File: config.mk
export PLATFORM = sky130hd
export DESIGN_NAME = commit_top
export DESIGN_NICKNAME = d
export VERILOG_FILES = /design/src/source/cpu_pkg.sv /design/src/source/reg_file.sv /design/src/source/csr_file.sv /design/src/source/writeback.sv /design/src/source/exception.sv /design/src/source/commit_top.sv
export SDC_FILE = /design/constraint.sdc
export NUM_CORES = 2
export LEC_CHECK = 0
export BUFFER_PORTS_ARGS = -buffer_cell sky130_fd_sc_hd__buf_2
export CAP_MARGIN = 30
export CELL_PAD_IN_SITES_DETAIL_PLACEMENT = 1
export CELL_PAD_IN_SITES_GLOBAL_PLACEMENT = 2
export CORE_MARGIN = 2
export CORE_UTILIZATION = 49
export DETAILED_ROUTE_END_ITERATION = 16
export HOLD_SLACK_MARGIN = 0.12
export PLACE_DENSITY = 0.86
export SYNTH_ARGS = -nofsm -noshare
export SYNTH_HDL_FRONTEND = slang
export SYNTH_SLANG_ARGS = --single-unit
File: constraint.sdc
create_clock -name clk -period 8.1 [get_ports clk]
set_clock_uncertainty 0.05 [all_clocks]
set_input_delay 1.62 -clock clk [delete_from_list [all_inputs] [get_ports clk]]
set_output_delay 1.62 -clock clk [all_outputs]
set_load 0.01 [all_outputs]
File: src/source/cpu_pkg.sv
package cpu_pkg;

    // basic widths
    typedef logic [31:0] u32_t;
    typedef logic [31:0] virt_t;
    typedef logic [4:0]  reg_idx_t;
    typedef logic [13:0] csr_addr_t;
    typedef logic [5:0]  ecode_t;

    // kept csr numbers
    localparam csr_addr_t CSR_CRMD   = 14'h0;
    localparam csr_addr_t CSR_PRMD   = 14'h1;
    localparam csr_addr_t CSR_ECFG   = 14'h4;
    localparam csr_addr_t CSR_ESTAT  = 14'h5;
    localparam csr_addr_t CSR_ERA    = 14'h6;
    localparam csr_addr_t CSR_EENTRY = 14'hc;
    localparam csr_addr_t CSR_SAVE0  = 14'h30;

    // interrupt shares ecode 0
    localparam ecode_t ECODE_INT = 6'h0;

    // crmd fields
    localparam int CRMD_PLV_LO = 0;
    localparam int CRMD_IE     = 2;

    // prmd mirrors the crmd layout
    localparam int PRMD_PPLV_LO = 0;
    localparam int PRMD_PIE     = 2;

    // ecfg local interrupt enables
    localparam int ECFG_LIE_LO = 0;
    localparam int ECFG_LIE_W  = 13;

    // estat fields
    localparam int ESTAT_IS_LO    = 0;
    localparam int ESTAT_IS_W     = 13;
    localparam int ESTAT_HWI_LO   = 2;
    localparam int ESTAT_ECODE_LO = 16;

    // bits that a csr instruction may change
    localparam u32_t CRMD_WMASK   = 32'h0000_0007;
    localparam u32_t PRMD_WMASK   = 32'h0000_0007;
    localparam u32_t ECFG_WMASK   = 32'h0000_1fff;
    localparam u32_t ESTAT_WMASK  = 32'h0000_0003;
    localparam u32_t EENTRY_WMASK = 32'hffff_ffc0;

    // writeback slot state
    typedef enum logic [1:0] {
        WB_IDLE,
        WB_RETIRE,
        WB_TRAP
    } wb_state_e;

endpackage

File: src/source/reg_file.sv
`timescale 1ns/1ps

module reg_file (
    input  logic              clk,
    input  logic              rst_n,
    input  cpu_pkg::reg_idx_t rj,
    input  cpu_pkg::reg_idx_t rkd,
    output cpu_pkg::u32_t     rj_data,
    output cpu_pkg::u32_t     rkd_data,
    input  logic              we,
    input  cpu_pkg::reg_idx_t rd,
    input  cpu_pkg::u32_t     rd_data
);
    import cpu_pkg::*;

    // r0 has no storage
    u32_t regs [1:31];

    always_ff @(posedge clk) begin
        if (!rst_n) begin
            for (int i = 1; i < 32; i++) begin
                regs[i] <= '0;
            end
        end else if (we && rd != '0) begin
            regs[rd] <= rd_data;
        end
    end

    // read ports, no bypass from the write port
    assign rj_data  = (rj == '0) ? '0 : regs[rj];
    assign rkd_data = (rkd == '0) ? '0 : regs[rkd];

    // writeback must present a defined target with its strobe
    a_we_rd_known: assert property (
        @(posedge clk) disable iff (!rst_n) we |-> !$isunknown(rd)
    ) else $error("register write with unknown rd");

endmodule

File: src/source/csr_file.sv
`timescale 1ns/1ps

module csr_file (
    input  logic               clk,
    input  logic               rst_n,
    input  cpu_pkg::csr_addr_t addr,
    output cpu_pkg::u32_t      rd_data,
    input  logic               we,
    input  cpu_pkg::u32_t      wr_data,
    input  logic [7:0]         intrpt,
    output cpu_pkg::u32_t      crmd,
    output cpu_pkg::u32_t      prmd,
    output cpu_pkg::u32_t      ecfg,
    output cpu_pkg::u32_t      estat,
    output cpu_pkg::u32_t      era,
    output cpu_pkg::u32_t      eentry,
    input  logic               excp_we,
    input  cpu_pkg::ecode_t    excp_ecode,
    input  cpu_pkg::virt_t     excp_era,
    input  logic               ertn_we
);
    import cpu_pkg::*;

    u32_t save0;

    always_ff @(posedge clk) begin
        if (!rst_n) begin
            crmd   <= '0;
            prmd   <= '0;
            ecfg   <= '0;
            estat  <= '0;
            era    <= '0;
            eentry <= '0;
            save0  <= '0;
        end else begin
            // csr instruction write, masked per register
            if (we) begin
                case (addr)
                    CSR_CRMD:   crmd   <= wr_data & CRMD_WMASK;
                    CSR_PRMD:   prmd   <= wr_data & PRMD_WMASK;
                    CSR_ECFG:   ecfg   <= wr_data & ECFG_WMASK;
                    CSR_ESTAT:  estat  <= (estat & ~ESTAT_WMASK) | (wr_data & ESTAT_WMASK);
                    CSR_ERA:    era    <= wr_data;
                    CSR_EENTRY: eentry <= wr_data & EENTRY_WMASK;
                    CSR_SAVE0:  save0  <= wr_data;
                    default:    ;
                endcase
            end

            // hardware interrupt lines land in IS[9:2] every cycle
            estat[ESTAT_HWI_LO +: 8] <= intrpt;

            // events come after the instruction write and win over it
            if (excp_we) begin
                prmd[PRMD_PPLV_LO +: 2]        <= crmd[CRMD_PLV_LO +: 2];
                prmd[PRMD_PIE]                 <= crmd[CRMD_IE];
                crmd[CRMD_PLV_LO +: 2]         <= 2'b00;
                crmd[CRMD_IE]                  <= 1'b0;
                era                            <= excp_era;
                estat[ESTAT_ECODE_LO +: 6]     <= excp_ecode;
            end else if (ertn_we) begin
                crmd[CRMD_PLV_LO +: 2] <= prmd[PRMD_PPLV_LO +: 2];
                crmd[CRMD_IE]          <= prmd[PRMD_PIE];
            end
        end
    end

    // instruction read port
    always_comb begin
        case (addr)
            CSR_CRMD:   rd_data = crmd;
            CSR_PRMD:   rd_data = prmd;
            CSR_ECFG:   rd_data = ecfg;
            CSR_ESTAT:  rd_data = estat;
            CSR_ERA:    rd_data = era;
            CSR_EENTRY: rd_data = eentry;
            CSR_SAVE0:  rd_data = save0;
            default:    rd_data = '0;
        endcase
    end

    // exception unit picks one event per retire
    a_one_event: assert property (
        @(posedge clk) disable iff (!rst_n) !(excp_we && ertn_we)
    ) else $error("trap and ertn written in the same cycle");

endmodule

File: src/source/writeback.sv
`timescale 1ns/1ps

module writeback (
    input  logic               clk,
    input  logic               rst_n,
    input  logic               stall,

    // retire inputs from memory2
    input  logic               mem2_valid,
    input  cpu_pkg::virt_t     mem2_pc,
    input  cpu_pkg::u32_t      mem2_inst,
    input  logic               mem2_reg_we,
    input  cpu_pkg::reg_idx_t  mem2_rd,
    input  cpu_pkg::u32_t      mem2_result,
    input  logic               mem2_csr_we,
    input  cpu_pkg::csr_addr_t mem2_csr_addr,
    input  cpu_pkg::u32_t      mem2_csr_wdata,
    input  logic               mem2_excp,
    input  cpu_pkg::ecode_t    mem2_ecode,
    input  logic               mem2_ertn,

    input  logic               commit_block,

    // register file write
    output logic               reg_we,
    output cpu_pkg::reg_idx_t  reg_rd,
    output cpu_pkg::u32_t      reg_data,

    // csr write
    output logic               csr_we,
    output cpu_pkg::csr_addr_t csr_addr,
    output cpu_pkg::u32_t      csr_wdata,

    // to exception
    output logic               wb_valid,
    output cpu_pkg::virt_t     wb_pc,
    output logic               wb_excp,
    output cpu_pkg::ecode_t    wb_ecode,
    output logic               wb_ertn,

    // trace
    output cpu_pkg::virt_t     debug0_wb_pc,
    output logic [3:0]         debug0_wb_rf_wen,
    output cpu_pkg::reg_idx_t  debug0_wb_rf_wnum,
    output cpu_pkg::u32_t      debug0_wb_rf_wdata,
    output cpu_pkg::u32_t      debug0_wb_inst
);
    import cpu_pkg::*;

    wb_state_e state;
    wb_state_e state_next;

    // retire register payload
    virt_t     pc_q;
    u32_t      inst_q;
    logic      reg_we_q;
    reg_idx_t  rd_q;
    u32_t      result_q;
    logic      csr_we_q;
    csr_addr_t csr_addr_q;
    u32_t      csr_wdata_q;
    logic      excp_q;
    ecode_t    ecode_q;
    logic      ertn_q;

    logic flush;
    logic commit;

    // a held instruction only retires once the stall drops
    assign wb_valid = (state == WB_RETIRE) && !stall;
    assign commit   = wb_valid && !commit_block;

    // trap or ertn redirects, the next input is on the flushed path
    assign flush = wb_valid && (commit_block || ertn_q);

    always_comb begin
        state_next = state;
        if (!stall) begin
            if (flush) begin
                state_next = WB_TRAP;
            end else if (mem2_valid) begin
                state_next = WB_RETIRE;
            end else begin
                state_next = WB_IDLE;
            end
        end
    end

    always_ff @(posedge clk) begin
        if (!rst_n) begin
            state <= WB_IDLE;
        end else begin
            state <= state_next;
        end
    end

    always_ff @(posedge clk) begin
        if (!stall) begin
            pc_q        <= mem2_pc;
            inst_q      <= mem2_inst;
            reg_we_q    <= mem2_reg_we;
            rd_q        <= mem2_rd;
            result_q    <= mem2_result;
            csr_we_q    <= mem2_csr_we;
            csr_addr_q  <= mem2_csr_addr;
            csr_wdata_q <= mem2_csr_wdata;
            excp_q      <= mem2_excp;
            ecode_q     <= mem2_ecode;
            ertn_q      <= mem2_ertn;
        end
    end

    assign reg_we   = commit && reg_we_q;
    assign reg_rd   = rd_q;
    assign reg_data = result_q;

    assign csr_we    = commit && csr_we_q;
    assign csr_addr  = csr_addr_q;
    assign csr_wdata = csr_wdata_q;

    assign wb_pc    = pc_q;
    assign wb_excp  = excp_q;
    assign wb_ecode = ecode_q;
    assign wb_ertn  = ertn_q;

    assign debug0_wb_pc       = pc_q;
    assign debug0_wb_rf_wen   = {4{reg_we}};
    assign debug0_wb_rf_wnum  = rd_q;
    assign debug0_wb_rf_wdata = result_q;
    assign debug0_wb_inst     = inst_q;

    // memory2 hands over defined control bits with its valid
    a_ctrl_known: assert property (
        @(posedge clk) disable iff (!rst_n)
        (mem2_valid && !stall) |->
            !$isunknown({mem2_reg_we, mem2_csr_we, mem2_excp, mem2_ertn})
    ) else $error("retire input with unknown control bits");

endmodule

File: src/source/exception.sv
`timescale 1ns/1ps

module exception (
    input  logic            wb_valid,
    input  cpu_pkg::virt_t  wb_pc,
    input  logic            wb_excp,
    input  cpu_pkg::ecode_t wb_ecode,
    input  logic            wb_ertn,

    // csr state
    input  cpu_pkg::u32_t   crmd,
    input  cpu_pkg::u32_t   prmd,
    input  cpu_pkg::u32_t   ecfg,
    input  cpu_pkg::u32_t   estat,
    input  cpu_pkg::u32_t   era,
    input  cpu_pkg::u32_t   eentry,

    // csr update
    output logic            excp_we,
    output cpu_pkg::ecode_t excp_ecode,
    output cpu_pkg::virt_t  excp_era,
    output logic            ertn_we,

    output logic            commit_block,
    output logic            redirect_valid,
    output cpu_pkg::virt_t  redirect_pc
);
    import cpu_pkg::*;

    logic int_pending;
    logic trap;

    // any enabled interrupt line while globally enabled
    assign int_pending = |(estat[ESTAT_IS_LO +: ESTAT_IS_W] & ecfg[ECFG_LIE_LO +: ECFG_LIE_W])
                         && crmd[CRMD_IE];

    // interrupt first, then the instruction's own exception
    assign trap = wb_valid && (int_pending || wb_excp);

    assign excp_we    = trap;
    assign excp_ecode = int_pending ? ECODE_INT : wb_ecode;
    assign excp_era   = wb_pc;

    // ertn only when nothing outranks it
    assign ertn_we = wb_valid && wb_ertn && !trap;

    assign commit_block   = trap;
    assign redirect_valid = trap || ertn_we;
    assign redirect_pc    = trap ? eentry : era;

    // restoring an undefined mode would corrupt crmd
    always_comb begin
        if (ertn_we) begin
            a_prmd_known: assert #0 (!$isunknown(prmd[PRMD_PPLV_LO +: 3]))
                else $error("ertn with unknown prmd");
        end
    end

endmodule

File: src/source/commit_top.sv
`timescale 1ns/1ps

module commit_top (
    input  logic               clk,
    input  logic               rst_n,

    // retire from memory2
    input  logic               mem2_valid,
    input  cpu_pkg::virt_t     mem2_pc,
    input  cpu_pkg::u32_t      mem2_inst,
    input  logic               mem2_reg_we,
    input  cpu_pkg::reg_idx_t  mem2_rd,
    input  cpu_pkg::u32_t      mem2_result,
    input  logic               mem2_csr_we,
    input  cpu_pkg::csr_addr_t mem2_csr_addr,
    input  cpu_pkg::u32_t      mem2_csr_wdata,
    input  logic               mem2_excp,
    input  cpu_pkg::ecode_t    mem2_ecode,
    input  logic               mem2_ertn,

    input  logic               stall_wb,
    input  logic [7:0]         intrpt,

    // decode read ports
    input  cpu_pkg::reg_idx_t  id_rj,
    input  cpu_pkg::reg_idx_t  id_rkd,
    output cpu_pkg::u32_t      id_rj_data,
    output cpu_pkg::u32_t      id_rkd_data,
    input  cpu_pkg::csr_addr_t id_csr_addr,
    output cpu_pkg::u32_t      id_csr_data,

    // fetch redirect
    output logic               redirect_valid,
    output cpu_pkg::virt_t     redirect_pc,

    // trace
    output cpu_pkg::virt_t     debug0_wb_pc,
    output logic [3:0]         debug0_wb_rf_wen,
    output cpu_pkg::reg_idx_t  debug0_wb_rf_wnum,
    output cpu_pkg::u32_t      debug0_wb_rf_wdata,
    output cpu_pkg::u32_t      debug0_wb_inst
);
    import cpu_pkg::*;

    // register write
    logic     reg_we;
    reg_idx_t reg_rd;
    u32_t     reg_data;

    // csr port, shared between decode read and writeback write
    logic      csr_we;
    csr_addr_t csr_addr_wb;
    csr_addr_t csr_addr;
    u32_t      csr_wdata;
    assign csr_addr = csr_we ? csr_addr_wb : id_csr_addr;

    // retiring instruction
    logic   wb_valid;
    virt_t  wb_pc;
    logic   wb_excp;
    ecode_t wb_ecode;
    logic   wb_ertn;

    // csr state to exception
    u32_t crmd, prmd, ecfg, estat, era, eentry;

    // exception results
    logic   excp_we;
    ecode_t excp_ecode;
    virt_t  excp_era;
    logic   ertn_we;
    logic   commit_block;

    reg_file u_reg_file (
        .clk, .rst_n,
        .rj(id_rj),
        .rkd(id_rkd),
        .rj_data(id_rj_data),
        .rkd_data(id_rkd_data),
        .we(reg_we),
        .rd(reg_rd),
        .rd_data(reg_data)
    );

    csr_file u_csr_file (
        .clk, .rst_n,
        .addr(csr_addr),
        .rd_data(id_csr_data),
        .we(csr_we),
        .wr_data(csr_wdata),
        .intrpt,
        .crmd, .prmd, .ecfg, .estat, .era, .eentry,
        .excp_we,
        .excp_ecode,
        .excp_era,
        .ertn_we
    );

    writeback u_writeback (
        .clk, .rst_n,
        .stall(stall_wb),
        .mem2_valid, .mem2_pc, .mem2_inst,
        .mem2_reg_we, .mem2_rd, .mem2_result,
        .mem2_csr_we, .mem2_csr_addr, .mem2_csr_wdata,
        .mem2_excp, .mem2_ecode, .mem2_ertn,
        .commit_block,
        .reg_we, .reg_rd, .reg_data,
        .csr_we,
        .csr_addr(csr_addr_wb),
        .csr_wdata,
        .wb_valid, .wb_pc, .wb_excp, .wb_ecode, .wb_ertn,
        .debug0_wb_pc, .debug0_wb_rf_wen, .debug0_wb_rf_wnum,
        .debug0_wb_rf_wdata, .debug0_wb_inst
    );

    exception u_exception (
        .wb_valid, .wb_pc, .wb_excp, .wb_ecode, .wb_ertn,
        .crmd, .prmd, .ecfg, .estat, .era, .eentry,
        .excp_we, .excp_ecode, .excp_era, .ertn_we,
        .commit_block,
        .redirect_valid,
        .redirect_pc
    );

endmodule

==> results.py <==
metrics = {
    "setup_path": {
        "setup.worst_path.class": "in2out",
        "cp_common_cell": "mux4_2",
        "cp-start-kind": "input port",
        "cp.arrival_ns": 5.00,
        "crit_required_ns": 6.43,
        "worstRegToRegCells": 9,
        "path_max_fanout": 61,
        "timing.rr.start": "u_csr_file.ecfg[6]",
        "path_delay_family": "multiplexers",
        "cp_slowest_stage_delay_ns": 0.67,
        "crit_path_top_delay_cell": "mux2i_1",
        "critPathBufInv": 3,
        "crit_path_cell_trace": "buf_8 -> buf_4 -> mux4_2 -> mux4_2 -> mux2i_1 -> nor2_1 -> buf_2",
        "worst_setup_path_end_kind": "output port",
        "r2r_slack_ns": 3.27,
        "rr_endpoint": "u_reg_file.regs[13][20]",
    },
    "drt": {
        "antenna_left": 0,
        "wl_met2_mm": 111,
        "route.detailed.drc": 0,
        "wl_per_cell_um": 36.3,
        "m1WireLength_mm": 83.3,
        "vias": 43100,
        "vias_per_cell": 6.71,
        "drt_iter0_markers": 6348,
        "wl_mm": 233,
        "wl_met3_mm": 26.5,
        "highest_layer": "met5",
        "first_pass_iters": 5,
    },
    "cells_and_area": {
        "mostFrequentLayoutCells": "edfxtp_1 (1181), and2_1 (1007), mux4_2 (640)",
        "area_delta_synth_final_pct": 13.7,
        "layoutNonFillerInstCount": 6415,
        "drive_above_1_share_pct": 31.9,
        "mostFrequentLayoutCell": "edfxtp_1",
        "final_nets": 4736,
    },
    "synthesis": {
        "synth-seq-area-share_pct": 58.2,
        "synth_warnings": 0,
        "ys_async_sr_fraction_pct": 0,
        "synth_flop_cell": "edfxtp_1",
        "synth_cell_types": 62,
        "synth-seq-cells": 1308,
        "synth_edf_count": 1181,
        "synth_area_mm2": 0.0653,
        "syn_inst": 4217,
        "syn_avg_cell_area_um2": 15.5,
    },
    "cts": {
        "cts_resized": 0,
        "cts_root_buffer": "clkbuf_16",
        "cts_tree": "yes",
        "cts-hold-fix-buffers": 0,
        "clockBufferDepth": 3,
        "cts.sinks": 1308,
        "cts-buffers-inserted": 146,
        "cts_max_level": 4,
        "post-cts-setup-buffers": 0,
        "path_clk_slew_ns": 0.06,
        "clock_latency_ns": 0.78,
    },
    "die": {
        "dieWidth_um": 369,
        "die_y_um": 369,
        "num_io_pins": 427,
        "start_util_pct": 49.5,
        "dieArea_mm2": 0.136,
        "rows": 133,
        "design.core.area_mm2": 0.132,
    },
    "sta": {
        "rsz0062_at_grt": "false",
        "setup_violations": 0,
        "hold_viol": 0,
        "max_freq_ghz": 0.150,
        "post-route-min-period_ns": 6.67,
        "drv_slew": 0,
        "slew_headroom_pct": 24.7,
        "setup-tns-final_ns": 0,
        "post-route-period-util_pct": 82.3,
        "worst_pin_slew_ns": 1.13,
    },
    "power_and_ir_drop": {
        "finalPower_uw": 15900,
        "power_leakage_uw": 0.0273,
        "peakVddDrop_mv": 0.225,
        "powerDensity_mw_per_mm2": 214,
    },
    "place": {
        "hpwl_mm": 136,
        "io_buffers": 426,
        "place_inst": 6147,
        "place_congestion": 0.826,
    },
    "min_path": {
        "hold_end": "u_csr_file.save0[31]",
        "min_path_cells": 2,
        "min_path_type": "reg2reg",
        "hold_start": "u_csr_file.save0[31]",
    },
    "global_route": {
        "grt_max_degree": 112,
        "antenna_found_initial": 26,
        "overflow": 0,
        "grt_usage_pct": 34.2,
        "grt_pass1_wl_mm": 328,
        "grt_pass1_vias": 44800,
    },
    "flow_run": {
        "drv_cap": 0,
    },
    "run_status": {
        "status": "complete, no violations",
    },
}
cell usage after synthesis, drive strengths merged (2+ instances only):
library cell	instances	area, µm²
a21oi	100	512
a221o	12	120
a221oi	3	26.3
a222oi	3	30.0
a22o	20	175
a22oi	39	293
a31oi	10	62.6
and2	1007	6300
and3	7	43.8
buf	106	495
clkbuf	315	1210
dfxtp	127	2540
edfxtp	1181	35500
inv	5	18.8
mux2i	76	777
mux4	640	14400
nand2	292	1100
nand2b	34	215
nand3	15	75.1
nand3b	4	30.0
nand4	4	25.0
nand4b	2	17.5
nor2	87	334
nor2b	3	18.8
nor3	27	269
nor3b	7	52.6
nor4	15	186
nor4b	5	75.1
o2111ai	3	26.3
o21ai	38	194
o22ai	7	43.8
or3	3	18.8
or3b	3	28.8
or4	7	56.3
report_power, final:
group          internal (µW)  total (µW)  switching (µW)
Clock                   3760        6540            2770
Combinational            633        1530             899
Sequential              7600        7800             201
Total                  12000       15900            3870
worst max-delay path by stage:
stage / startpoint / to / slack [ns] / cells after the start
floorplan: id_rj[0] / id_rj_data[10] / 2.72 / 7
global placement: id_rkd[0] / id_rkd_data[1] / 1.48 / 7
detailed placement: id_rkd[0] / id_rkd_data[1] / 1.45 / 7
CTS: id_rkd[0] / id_rkd_data[1] / 1.43 / 7
global route: id_rkd[0] / id_rkd_data[1] / 1.22 / 7
finish: id_rkd[0] / id_rkd_data[1] / 1.43 / 7
cell families after synthesis:
family	Yosys count	synth area share, %
multiplexers	716	23.3
AO/OA/AOI/OAI	241	2.35
buffers and inverters	426	2.63
flip-flops	1308	58.2
AND/OR/NAND/NOR	1525	13.6
other	1	0.00574
per-layer routing:
layer / up-vias / track usage (%)
met5: - / 0
met2: 3015 / 54.3
met4: 6 / 16.5
met3: 633 / 8.59
met1: 22600 / 44.4
li1: 16800 / -
metrics by stage:
stage	utilization, %	hold slack (ns)	setup slack (ns)	instance area, µm²
CTS	56.2	0.401	1.43	74200
global placement	52.6	0.385	1.48	69500
global route	56.3	0.423	1.22	74300
floorplan	-	0.378	2.72	65400
finish	56.3	0.401	1.43	74300
detailed placement	52.7	0.391	1.45	69600
tightest hold or removal path, cell delays in order (launching register included):
cell     delay (ns)
dfxtp_1        0.31
nand2_1        0.05
a21oi_1        0.05
flip-flops by register name, summed over array words and instances (netlist names), 5 cells and up:
name                            count
u_csr_file.ecfg                    13
u_csr_file.eentry                  26
u_csr_file.era                     32
u_csr_file.estat                   16
u_csr_file.save0                   32
u_reg_file.regs                  1024
u_writeback.csr_addr               14
u_writeback.csr_wdata              32
u_writeback.debug0_wb_inst         32
u_writeback.debug0_wb_pc           32
u_writeback.debug0_wb_rf_wdata     32
u_writeback.debug0_wb_rf_wnum       5
u_writeback.wb_ecode                6
final cells by class:
cell class	count	area, µm²
diodes	9	22.5
repair buffers	568	3480
clock inverters	60	589
flip-flops and latches	1308	38000
multi-input cells	2514	26000
clock buffers	196	4010
fillers	12200	57700
inverters	5	26.3
well taps	1755	2200
(Power assumes the default switching activity.)
